### config.mk
export PLATFORM = sky130hd
export DESIGN_NAME = rename_core
export DESIGN_NICKNAME = d
export VERILOG_FILES = /design/src/source/ooo_pkg.sv /design/src/source/operand_select.sv /design/src/source/reg_file.sv /design/src/source/rename_core.sv /design/src/source/reorder_buffer.sv
export SDC_FILE = /design/constraint.sdc
export NUM_CORES = 2
export LEC_CHECK = 0
export ABC_AREA = 1
export BUFFER_PORTS_ARGS = -buffer_cell sky130_fd_sc_hd__buf_2
export CAP_MARGIN = 5
export CELL_PAD_IN_SITES_DETAIL_PLACEMENT = 1
export CELL_PAD_IN_SITES_GLOBAL_PLACEMENT = 2
export CORE_UTILIZATION = 40
export CTS_BUF_LIST = sky130_fd_sc_hd__clkbuf_8
export CTS_CLUSTER_DIAMETER = 30
export DETAILED_ROUTE_END_ITERATION = 7
export PLACE_DENSITY_LB_ADDON = 0.1
export SYNTH_ARGS = -nofsm -noshare
export SYNTH_HDL_FRONTEND = slang
export SYNTH_SLANG_ARGS = --single-unit
### constraint.sdc
create_clock -name clk -period 9.8 [get_ports clk]
set_clock_uncertainty 0.1 [all_clocks]
set_input_delay 1.96 -clock clk [delete_from_list [all_inputs] [get_ports clk]]
set_output_delay 1.96 -clock clk [all_outputs]
set_load 0.01 [all_outputs]
### src/source/ooo_pkg.sv
package ooo_pkg;

    // ~~~~~~~~~~~~~~~~~~~~~~~~~~~~~~
    // sizes
    // ~~~~~~~~~~~~~~~~~~~~~~~~~~~~~~
    localparam int xlen      = 32;
    localparam int num_regs  = 32;
    localparam int rob_depth = 7;   // tags 1..7, tag 0 means no dependency

    // ~~~~~~~~~~~~~~~~~~~~~~~~~~~~~~
    // basic vectors
    // ~~~~~~~~~~~~~~~~~~~~~~~~~~~~~~
    typedef logic [xlen-1:0]                  data_t;
    typedef logic [$clog2(num_regs)-1:0]      reg_idx_t;
    typedef logic [$clog2(rob_depth+1)-1:0]   tag_t;

    // ~~~~~~~~~~~~~~~~~~~~~~~~~~~~~~
    // issue and result bundles
    // ~~~~~~~~~~~~~~~~~~~~~~~~~~~~~~
    typedef struct packed {
        reg_idx_t rs1;
        reg_idx_t rs2;
        reg_idx_t rd;
    } issue_req_t;

    // value only meaningful when tag is zero
    typedef struct packed {
        data_t value;
        tag_t  tag;
    } operand_t;

    typedef struct packed {
        operand_t op1;
        operand_t op2;
        tag_t     dest_tag;
    } issue_resp_t;

    typedef struct packed {
        tag_t  tag;
        data_t data;
    } wb_t;

    typedef struct packed {
        reg_idx_t rd;
        tag_t     tag;
        data_t    data;
    } commit_t;

    // reorder buffer entry life cycle
    typedef enum logic [1:0] {
        rob_free,
        rob_waiting,
        rob_done
    } rob_state_e;

endpackage

### src/source/operand_select.sv
`timescale 1ns/1ps

module operand_select (
    input  logic                 clk,
    input  logic                 rst,
    input  logic                 issue_fire,
    input  ooo_pkg::data_t       rs1_val,
    input  ooo_pkg::data_t       rs2_val,
    input  ooo_pkg::tag_t        rs1_tag,
    input  ooo_pkg::tag_t        rs2_tag,
    input  logic                 query_done1,
    input  logic                 query_done2,
    input  ooo_pkg::data_t       query_data1,
    input  ooo_pkg::data_t       query_data2,
    input  logic                 wb_valid,
    input  ooo_pkg::wb_t         wb,
    input  ooo_pkg::tag_t        dest_tag,
    output logic                 resp_valid,
    output ooo_pkg::issue_resp_t resp
);

    ooo_pkg::operand_t op1;
    ooo_pkg::operand_t op2;

    // register value, then bypass, then finished entry, else the tag
    function automatic ooo_pkg::operand_t resolve(
        input ooo_pkg::data_t val,
        input ooo_pkg::tag_t  tag,
        input logic           done,
        input ooo_pkg::data_t qdata,
        input logic           wbv,
        input ooo_pkg::wb_t   w
    );
        ooo_pkg::operand_t op;
        op.value = '0;
        op.tag   = '0;
        if (tag == '0) begin
            op.value = val;
        end else if (wbv && w.tag == tag) begin
            op.value = w.data;   // same-cycle result
        end else if (done) begin
            op.value = qdata;
        end else begin
            op.tag = tag;
        end
        return op;
    endfunction

    always_comb begin
        op1 = resolve(rs1_val, rs1_tag, query_done1, query_data1, wb_valid, wb);
        op2 = resolve(rs2_val, rs2_tag, query_done2, query_data2, wb_valid, wb);
    end

    always_ff @(posedge clk) begin
        if (!rst) begin
            resp_valid <= 1'b0;
        end else begin
            resp_valid <= issue_fire;
        end
    end

    always_ff @(posedge clk) begin
        if (issue_fire) begin
            resp.op1      <= op1;
            resp.op2      <= op2;
            resp.dest_tag <= dest_tag;
        end
    end

endmodule

### src/source/reg_file.sv
`timescale 1ns/1ps

module reg_file (
    input  logic              clk,
    input  logic              rst,
    input  logic              rename_en,
    input  ooo_pkg::reg_idx_t rename_rd,
    input  ooo_pkg::tag_t     rename_tag,
    input  ooo_pkg::reg_idx_t rs1,
    input  ooo_pkg::reg_idx_t rs2,
    input  logic              commit_valid,
    input  ooo_pkg::commit_t  commit,
    output ooo_pkg::data_t    rs1_val,
    output ooo_pkg::data_t    rs2_val,
    output ooo_pkg::tag_t     rs1_tag,
    output ooo_pkg::tag_t     rs2_tag
);

    ooo_pkg::data_t regs [ooo_pkg::num_regs];
    ooo_pkg::tag_t  tags [ooo_pkg::num_regs];   // producer of each register

    ooo_pkg::operand_t src1;
    ooo_pkg::operand_t src2;

    // ~~~~~~~~~~~~~~~~~~~~~~~~~~~~~~
    // source reads
    // ~~~~~~~~~~~~~~~~~~~~~~~~~~~~~~

    // the pending commit is visible in its own cycle, so a freed
    // buffer slot never leaves a stale tag behind
    function automatic ooo_pkg::operand_t read_src(
        input ooo_pkg::reg_idx_t idx,
        input ooo_pkg::data_t    val,
        input ooo_pkg::tag_t     tag,
        input logic              cv,
        input ooo_pkg::commit_t  cm
    );
        ooo_pkg::operand_t op;
        op.value = val;
        op.tag   = tag;
        if (idx == '0) begin
            op.value = '0;     // x0 hardwired
            op.tag   = '0;
        end else if (cv && cm.rd == idx && tag == cm.tag) begin
            op.value = cm.data;
            op.tag   = '0;
        end
        return op;
    endfunction

    always_comb begin
        src1 = read_src(rs1, regs[rs1], tags[rs1], commit_valid, commit);
        src2 = read_src(rs2, regs[rs2], tags[rs2], commit_valid, commit);
    end

    assign rs1_val = src1.value;
    assign rs1_tag = src1.tag;
    assign rs2_val = src2.value;
    assign rs2_tag = src2.tag;

    // ~~~~~~~~~~~~~~~~~~~~~~~~~~~~~~
    // commit and rename
    // ~~~~~~~~~~~~~~~~~~~~~~~~~~~~~~
    always_ff @(posedge clk) begin
        if (!rst) begin
            for (int i = 0; i < ooo_pkg::num_regs; i++) begin
                regs[i] <= '0;
                tags[i] <= '0;
            end
        end else begin
            if (commit_valid && commit.rd != '0) begin
                regs[commit.rd] <= commit.data;
                // only the latest producer releases the register
                if (tags[commit.rd] == commit.tag) begin
                    tags[commit.rd] <= '0;
                end
            end
            if (rename_en && rename_rd != '0) begin
                tags[rename_rd] <= rename_tag;   // rename wins over commit
            end
        end
    end

    // ~~~~~~~~~~~~~~~~~~~~~~~~~~~~~~
    // checks
    // ~~~~~~~~~~~~~~~~~~~~~~~~~~~~~~

    // tag 0 would make the new producer look already resolved
    rename_tag_nonzero: assert property (
        @(posedge clk) disable iff (!rst)
        rename_en |-> rename_tag != '0
    ) else $error("reg_file: rename with tag zero");

endmodule

### src/source/rename_core.sv
`timescale 1ns/1ps

module rename_core (
    input  logic                 clk,
    input  logic                 rst,
    // issue
    input  logic                 issue_valid,
    input  ooo_pkg::issue_req_t  issue_req,
    output logic                 issue_ready,
    output logic                 issue_resp_valid,
    output ooo_pkg::issue_resp_t issue_resp,
    // writeback from the execution units
    input  logic                 wb_valid,
    input  ooo_pkg::wb_t         wb,
    // retirement
    output logic                 commit_valid,
    output ooo_pkg::commit_t     commit
);

    logic           issue_fire;
    ooo_pkg::tag_t  alloc_tag;

    ooo_pkg::data_t rs1_val;
    ooo_pkg::data_t rs2_val;
    ooo_pkg::tag_t  rs1_tag;
    ooo_pkg::tag_t  rs2_tag;

    logic           query_done1;
    logic           query_done2;
    ooo_pkg::data_t query_data1;
    ooo_pkg::data_t query_data2;

    assign issue_fire = issue_valid && issue_ready;

    reg_file i_reg_file (
        .clk          (clk),
        .rst          (rst),
        .rename_en    (issue_fire),
        .rename_rd    (issue_req.rd),
        .rename_tag   (alloc_tag),
        .rs1          (issue_req.rs1),
        .rs2          (issue_req.rs2),
        .commit_valid (commit_valid),
        .commit       (commit),
        .rs1_val      (rs1_val),
        .rs2_val      (rs2_val),
        .rs1_tag      (rs1_tag),
        .rs2_tag      (rs2_tag)
    );

    reorder_buffer i_reorder_buffer (
        .clk          (clk),
        .rst          (rst),
        .alloc_en     (issue_fire),
        .alloc_rd     (issue_req.rd),
        .wb_valid     (wb_valid),
        .wb           (wb),
        .query_tag1   (rs1_tag),      // source tags looked up directly
        .query_tag2   (rs2_tag),
        .alloc_ready  (issue_ready),
        .alloc_tag    (alloc_tag),
        .query_done1  (query_done1),
        .query_done2  (query_done2),
        .query_data1  (query_data1),
        .query_data2  (query_data2),
        .commit_valid (commit_valid),
        .commit       (commit)
    );

    operand_select i_operand_select (
        .clk         (clk),
        .rst         (rst),
        .issue_fire  (issue_fire),
        .rs1_val     (rs1_val),
        .rs2_val     (rs2_val),
        .rs1_tag     (rs1_tag),
        .rs2_tag     (rs2_tag),
        .query_done1 (query_done1),
        .query_done2 (query_done2),
        .query_data1 (query_data1),
        .query_data2 (query_data2),
        .wb_valid    (wb_valid),
        .wb          (wb),
        .dest_tag    (alloc_tag),
        .resp_valid  (issue_resp_valid),
        .resp        (issue_resp)
    );

endmodule

### src/source/reorder_buffer.sv
`timescale 1ns/1ps

module reorder_buffer (
    input  logic              clk,
    input  logic              rst,
    input  logic              alloc_en,
    input  ooo_pkg::reg_idx_t alloc_rd,
    input  logic              wb_valid,
    input  ooo_pkg::wb_t      wb,
    input  ooo_pkg::tag_t     query_tag1,
    input  ooo_pkg::tag_t     query_tag2,
    output logic              alloc_ready,
    output ooo_pkg::tag_t     alloc_tag,
    output logic              query_done1,
    output logic              query_done2,
    output ooo_pkg::data_t    query_data1,
    output ooo_pkg::data_t    query_data2,
    output logic              commit_valid,
    output ooo_pkg::commit_t  commit
);

    ooo_pkg::rob_state_e state    [ooo_pkg::rob_depth];
    ooo_pkg::reg_idx_t   ent_rd   [ooo_pkg::rob_depth];
    ooo_pkg::data_t      ent_data [ooo_pkg::rob_depth];

    // pointers are entry indexes, tag = index + 1
    ooo_pkg::tag_t head;
    ooo_pkg::tag_t tail;
    ooo_pkg::tag_t count;          // entries in use, 0..7

    ooo_pkg::tag_t wb_idx;
    ooo_pkg::tag_t q1_idx;
    ooo_pkg::tag_t q2_idx;

    logic do_alloc;
    logic do_retire;

    function automatic ooo_pkg::tag_t next_ptr(input ooo_pkg::tag_t p);
        if (p == ooo_pkg::tag_t'(ooo_pkg::rob_depth - 1)) begin
            return '0;
        end
        return p + ooo_pkg::tag_t'(1);
    endfunction

    assign alloc_ready = (count != ooo_pkg::tag_t'(ooo_pkg::rob_depth));
    assign alloc_tag   = tail + ooo_pkg::tag_t'(1);
    assign do_alloc    = alloc_en && alloc_ready;
    assign do_retire   = (state[head] == ooo_pkg::rob_done);   // oldest first

    assign wb_idx = wb.tag - ooo_pkg::tag_t'(1);
    assign q1_idx = query_tag1 - ooo_pkg::tag_t'(1);
    assign q2_idx = query_tag2 - ooo_pkg::tag_t'(1);

    // ~~~~~~~~~~~~~~~~~~~~~~~~~~~~~~
    // source lookups
    // ~~~~~~~~~~~~~~~~~~~~~~~~~~~~~~
    assign query_done1 = (query_tag1 != '0) && (state[q1_idx] == ooo_pkg::rob_done);
    assign query_done2 = (query_tag2 != '0) && (state[q2_idx] == ooo_pkg::rob_done);
    assign query_data1 = (query_tag1 != '0) ? ent_data[q1_idx] : '0;
    assign query_data2 = (query_tag2 != '0) ? ent_data[q2_idx] : '0;

    // ~~~~~~~~~~~~~~~~~~~~~~~~~~~~~~
    // entry state and pointers
    // ~~~~~~~~~~~~~~~~~~~~~~~~~~~~~~
    always_ff @(posedge clk) begin
        if (!rst) begin
            head         <= '0;
            tail         <= '0;
            count        <= '0;
            commit_valid <= 1'b0;
            for (int i = 0; i < ooo_pkg::rob_depth; i++) begin
                state[i] <= ooo_pkg::rob_free;
            end
        end else begin
            commit_valid <= do_retire;
            if (do_alloc) begin
                state[tail] <= ooo_pkg::rob_waiting;
                tail        <= next_ptr(tail);
            end
            if (wb_valid && wb.tag != '0) begin
                state[wb_idx] <= ooo_pkg::rob_done;
            end
            if (do_retire) begin
                state[head] <= ooo_pkg::rob_free;
                head        <= next_ptr(head);
            end
            // slot freed by retire is usable only next cycle
            case ({do_alloc, do_retire})
                2'b10:   count <= count + ooo_pkg::tag_t'(1);
                2'b01:   count <= count - ooo_pkg::tag_t'(1);
                default: count <= count;
            endcase
        end
    end

    // payload, no reset needed
    always_ff @(posedge clk) begin
        if (do_alloc) begin
            ent_rd[tail] <= alloc_rd;
        end
        if (wb_valid && wb.tag != '0) begin
            ent_data[wb_idx] <= wb.data;
        end
        if (do_retire) begin
            commit.rd   <= ent_rd[head];
            commit.tag  <= head + ooo_pkg::tag_t'(1);
            commit.data <= ent_data[head];
        end
    end

    // ~~~~~~~~~~~~~~~~~~~~~~~~~~~~~~
    // checks
    // ~~~~~~~~~~~~~~~~~~~~~~~~~~~~~~
    wb_tag_waiting: assert property (
        @(posedge clk) disable iff (!rst)
        wb_valid |-> (wb.tag != '0) && (state[wb_idx] == ooo_pkg::rob_waiting)
    ) else $error("reorder_buffer: writeback to tag %0d not waiting", wb.tag);

    // the issue strobe from the top must respect back-pressure
    no_alloc_full: assert property (
        @(posedge clk) disable iff (!rst)
        alloc_en |-> alloc_ready
    ) else $error("reorder_buffer: allocation while full");

endmodule

======== After elaboration in Yosys (flattened, before gate mapping) ========
Memories as Yosys holds them, arrays and structs flattened. A register that Yosys moved wholly into a read port is not among the register bits.
Index checks and enable logic that the tools add are counted.
operators by class
  add/subtract/negate cells ............... 7
  eq/ne operators ......................... 15
  muxes and demuxes ....................... 65
  reduce and logical (&&, ||, !) cells .... 31
operator list
  kind                                                                   number
  32-bit two-way mux                                                     9
  35-bit two-way mux                                                     4
  1-bit two-way mux                                                      34
  3-bit two-way mux                                                      11
  32-bit OR reduction                                                    1
  3-bit equality test                                                    5
  5-bit two-way mux                                                      3
  1-bit logical AND                                                      13
  3-bit OR reduction                                                     4
  3-bit by 1-bit subtractor with 3-bit output, second input constant     4
  5-bit equality test                                                    2
  5-bit logical NOT                                                      2
  5-bit nonzero test                                                     2
  3-bit by 1-bit adder with 3-bit output, second input constant          3
  3-bit nonzero test                                                     3
  2-bit equality test, second input constant                             4
  3-bit equality test, second input constant                             2
  3-bit logical NOT                                                      2
  2-bit two-way mux                                                      3
  3-bit case mux with 2 select lines                                     1
  2-bit OR reduction                                                     3
  3-bit inequality test, second input constant                           1
  2-bit by 1-bit equality test with 1-bit output, second input constant  1
  2-bit nonzero test                                                     1
word-level totals
  bits in registers ....................... 87
  RAM bits ................................ 1393
  input port bits ......................... 54
  output and inout port bits .............. 116
  logic and storage cells ................. 134
  memories kept ........................... 5
memory list
  memory                     words  width  read ports  clocked after Yosys merged registers in  write ports  line                  RTL
  i_reg_file.regs            32     32     2           0                                        32           reg_file.sv:19        ooo_pkg::data_t regs [ooo_pkg::num_regs];
  i_reorder_buffer.ent_data  7      32     3           1                                        1            reorder_buffer.sv:24  ooo_pkg::data_t ent_data [ooo_pkg::rob_depth];
  i_reg_file.tags            32     3      3           0                                        32           reg_file.sv:20        ooo_pkg::tag_t tags [ooo_pkg::num_regs];
  i_reorder_buffer.ent_rd    7      5      1           1                                        1            reorder_buffer.sv:23  ooo_pkg::reg_idx_t ent_rd [ooo_pkg::rob_depth];
  i_reorder_buffer.state     7      2      3           1                                        7            reorder_buffer.sv:22  ooo_pkg::rob_state_e state [ooo_pkg::rob_depth];

======== Logic depth before layout (Yosys ltp) ========
An unclocked memory read counts as a cell.
  depth in word-level cells ............... 12
  mapped depth ............................ 31
  gate-level depth less buffers ........... 25

======== Hierarchy ========
A second synthesis with hierarchy kept.
unflattened totals
  cell total of the unflattened synthesis .. 10289
  area total of the unflattened synthesis .. 84125.7 um^2
by module, submodules not included
  module          times used  cells each  area an instance (um^2)  seq. area each (um^2)
  reg_file        1           7962        63400.8                  33632.3
  reorder_buffer  1           1748        16397.0                  9559.2
  operand_select  1           577         4320.4                   2212.1
  rename_core     1           2           7.5                      0.0

======== Worst setup path after synthesis ========
Ideal clock, no wire load.
  path type ............................... input to register
  from .................................... input port issue_req[6] (netlist bit)
  to ...................................... register i_operand_select.resp[11] (netlist bit) (data pin)
  library setup time ...................... 0.257 ns
  data arrival time ....................... 5.117 ns
  required time ........................... 9.443 ns
  setup slack ............................. 4.326 ns
  cell stages on the path ................. 27
  path buffers ............................ 8
  cells stage by stage .................... buf_4 -> buf_2 -> nand3_1 -> nand3_1 -> nand2_1 -> nor2_1 -> nand2_1 -> a21oi_1 -> nor2_2 -> nand2_4 -> buf_6 -> buf_6 -> buf_2 -> buf_1 -> nand2_1 -> ha_1 -> clkbuf_1 -> clkinv_1 -> nand2_1 -> a21oi_1 -> nor2_2 -> nor2_4 -> buf_4 -> nand2_1 -> nand2_1 -> nand2_1 -> nand2_1
RTL lines
  element             line                  RTL
  start: declaration  rename_core.sv:8      input ooo_pkg::issue_req_t issue_req,
  end: declaration    operand_select.sv:19  output ooo_pkg::issue_resp_t resp

==> results_dict.tcl <==
set metrics [dict create \
    r2r_cells 24 \
    die_y_um 455 \
    grt_use_met3_pct 9.06 \
    ys.flop_type "edfxtp_1" \
    die_area_um2 207000 \
    max_slew_margin_pct 4.75 \
    cpMaxStageDelayCell "clkinv_1" \
    grt_pass1_wl_mm 588 \
    synthTopCellsByArea "edfxtp_1 54%, nand2_1 9.0%, nor2_1 6.9%" \
    max_freq_mhz 136 \
    cts_buffers 407 \
    postLayoutSetupSlackWorst_ns 2.44 \
    critPathMaxStageDelay_ns 0.95 \
    root_buffer "clkbuf_8" \
    grt_max_degree 151 \
    setup.worst_path.start_class "input pin" \
    netSwitchingPower_mw 7.97 \
    finalSetupTns_ns 0 \
    sw_frac_of_total_pct 36.4 \
    yosys.area.top_type "edfxtp_1" \
    powerDensity_nw_per_um2 233 \
    wire_per_inst_um 33.6 \
    syn_inst 9527 \
    ir_drop_mv 0.194 \
    finalSetupViolations 0 \
    cts_tree "done" \
    synth_enable_flop_cells 1492 \
    drt-total-wl_mm 421 \
    power_frac_seq_pct 37.7 \
    cts_max_path_buffers 4 \
    p_int_mw 13.9 \
    synth-async-reset-ratio_pct 0 \
    critPathRequiredTime_ns 10.53 \
    drtIter0Drc 9846 \
    vias 79600 \
    via_per_inst 6.35 \
    hold_class "reg -> reg" \
    grt_pass1_vias 78800 \
    cts_setup_buffers 0 \
    pre_cts_ws_ns 1.48 \
    endpoint "i_operand_select.resp[10]" \
    tightestPinTransition_ns 1.43 \
    drc_errors 0 \
    synth_top_area_share_pct 54.5 \
    p_clk_share_pct 39.7 \
    cp-startpoint "issue_req[5]" \
    syn_area_um2 82200 \
    fp.coreArea_um2 204000 \
    r2r_end "i_operand_select.resp[10]" \
    firstDrtPassIters 6 \
    min_period_ns 7.36 \
    status "completed" \
    ys_ff_latch 1522 \
    busiest_layer "met2" \
    hold_viol 0 \
    cts_resized 0 \
    numPortBuffers 169 \
    worstSetupPathType "in -> reg" \
    combPwrFrac_pct 22.6 \
    slew_violations 0 \
    start_util_pct 40.2 \
    grt_use_total_pct 39.5 \
    io_pins 170 \
    dp_hpwl_mm 249 \
    fin_crit_sh_pct 75.1 \
    syn_area_per_cell_um2 8.63 \
    drive_gt1_share_pct 11.6 \
    synth-seq-area-share_pct 55.2 \
    htreeDepth 5 \
    total_power_mw 21.9 \
    ant_nets 0 \
    crit_top_cell "nand2_1" \
    gp_congestion 0.926 \
    p_leak_nw 36.9 \
    die_x_um 455 \
    placed_area_um2 85300 \
    cts.clk_slew.worst_paths_ns 0.05 \
    drv_cap 0 \
    yosys.cell_types.count 56 \
    grt_setup_unrepaired "no" \
    r2r_start "i_reg_file.tags[30][0]" \
    cts_sinks 1522 \
    syn2layout_area_growth_pct 14.1 \
    r2r_slack_ns 3.98 \
    cts_hold_buf 0 \
    crit_arrival_ns 8.09 \
    crit_fanout 129 \
    rows 166 \
    overflow 0 \
    yosysWarnings 0 \
    antenna_found_initial 32 \
    nets 9575 \
    clk_latency_ns 1.16 \
    grtUsageMet2_pct 61.7 \
    met1_usage_pct 49.8 \
    end_kind "register" \
    postLayoutCellArea_um2 93800 \
]
sequential cells by signal, summed over array words and instances, names as in the netlist, named ones only:
| name | count |
|---|---|
| i_reorder_buffer.ent_data | 224 |
| i_reorder_buffer.commit_valid | 1 |
| i_reorder_buffer.tail | 3 |
| i_reg_file.tags | 96 |
| i_operand_select.resp_valid | 1 |
| i_operand_select.resp | 73 |
| i_reg_file.regs | 1024 |
| i_reorder_buffer.state | 16 |
| i_reorder_buffer.ent_rd | 35 |
| i_reorder_buffer.count | 3 |
| i_reorder_buffer.head | 3 |
| i_reorder_buffer.commit | 40 |
stage by stage:
step	util (%)	instances	hold slack [ns]
final	45.9	12500	0.368
after global routing	45.9	12500	0.389
after CTS	45.9	12500	0.371
after detailed placement	41.7	11800	0.363
after global placement	41.7	11800	0.352
after floorplan	-	9561	0.334
how the worst min path moves through the flow:
| stage | end | start | cells after the start |
|---|---|---|---|
| after global placement | i_reorder_buffer.count[2] | i_reorder_buffer.count[2] | 2 |
| after detailed placement | i_reorder_buffer.state[6][0] | i_reorder_buffer.state[6][0] | 2 |
| final | i_reorder_buffer.state[4][1] | i_reorder_buffer.state[4][1] | 2 |
| after CTS | i_reorder_buffer.state[4][1] | i_reorder_buffer.state[4][1] | 2 |
| after global routing | i_reorder_buffer.count[2] | i_reorder_buffer.count[2] | 2 |
| after floorplan | i_reorder_buffer.state[5][0] | i_reorder_buffer.state[5][0] | 2 |
final cells by class:
class                   count  area (um2)
inverters                 546        2100
well taps                2688        3360
clock inverters           319        2800
fillers                 23800      111000
flip-flops and latches   1522       45400
repair buffers            381        2570
clock buffers             412        5670
diodes                     14        35.0
multi-input cells        6649       31900
cell families after synthesis:
logic type      Yosys count  synth area share (%)
compound gates         2158                  15.8
xor+xnor                  8                0.0852
fa+ha+maj                14                 0.222
buf+inv                1390                  6.72
flops                  1522                  55.2
mux                      22                 0.268
other cells               1               0.00456
simple gates           4412                  21.7
power groups by stage:
stage	Combinational (mW)	Clock [mW]	Sequential, mW
floorplan	2.66	0	8.09
global placement	4.74	0	8.34
detailed placement	4.80	0	8.34
CTS	4.82	8.75	8.23
global route	5.17	9.04	8.26
finish	4.94	8.70	8.26
synthesized netlist by cell type, drive strengths merged (5+ instances only):
master,number
nand2,1980
nor2,1533
edfxtp,1492
a21oi,911
nand3,795
clkbuf,601
inv,538
o21ai,537
buf,243
a221oi,117
a22oi,103
o311ai,75
o22ai,71
o2111ai,69
o211ai,65
nor3,59
a31oi,46
a211oi,41
a32o,36
o221ai,32
dfxtp,30
mux2i,22
a221o,16
nand4,15
o31ai,15
or2,14
ha,13
a32oi,8
clkinv,8
nand3b,8
xor2,6
nor4,5
o32ai,5
critical path, delay by kind of cell:
| kind | cells | cell delay (ns) |
|---|---|---|
| buffers and inverters | 5 | 2.88 |
| AND/OR/NAND/NOR | 20 | 2.66 |
| adder cells (fa/ha/maj) | 1 | 0.38 |
per-layer routing:
metal  vias to the layer above  routed length [um]
met5                         -                 140
met2                      4820              189000
met3                      1301               42500
met4                        24               27700
met1                     40200              161000
li1                      33300                   -
placed cells by master, fill, tap and decap left out, types with 17 or more instances in the layout:
cell | synthesis | final
nand2_1 | 1970 | 1932
nor2_1 | 1518 | 1507
edfxtp_1 | 1492 | 1492
a21oi_1 | 911 | 911
nand3_1 | 795 | 768
inv_1 | 518 | 567
o21ai_0 | 503 | 503
clkbuf_8 | 0 | 414
buf_4 | 18 | 210
buf_2 | 112 | 160
a221oi_1 | 117 | 117
a22oi_1 | 103 | 103
clkinv_1 | 8 | 85
clkinv_2 | 0 | 81
o22ai_1 | 71 | 71
o311ai_0 | 75 | 71
o2111ai_1 | 69 | 69
o211ai_1 | 65 | 65
bufinv_16 | 0 | 48
a31oi_1 | 46 | 46
nor3_1 | 58 | 45
nand2_2 | 7 | 42
a211oi_1 | 41 | 41
a32o_1 | 36 | 36
clkinvlp_4 | 0 | 36
conb_1 | 1 | 35
o21ai_1 | 34 | 34
o221ai_1 | 32 | 32
dfxtp_1 | 30 | 30
nand3_2 | 0 | 27
mux2i_1 | 22 | 22
inv_2 | 19 | 21
nor2_4 | 6 | 17
No activity file was read; power rests on OpenSTA's default activity.
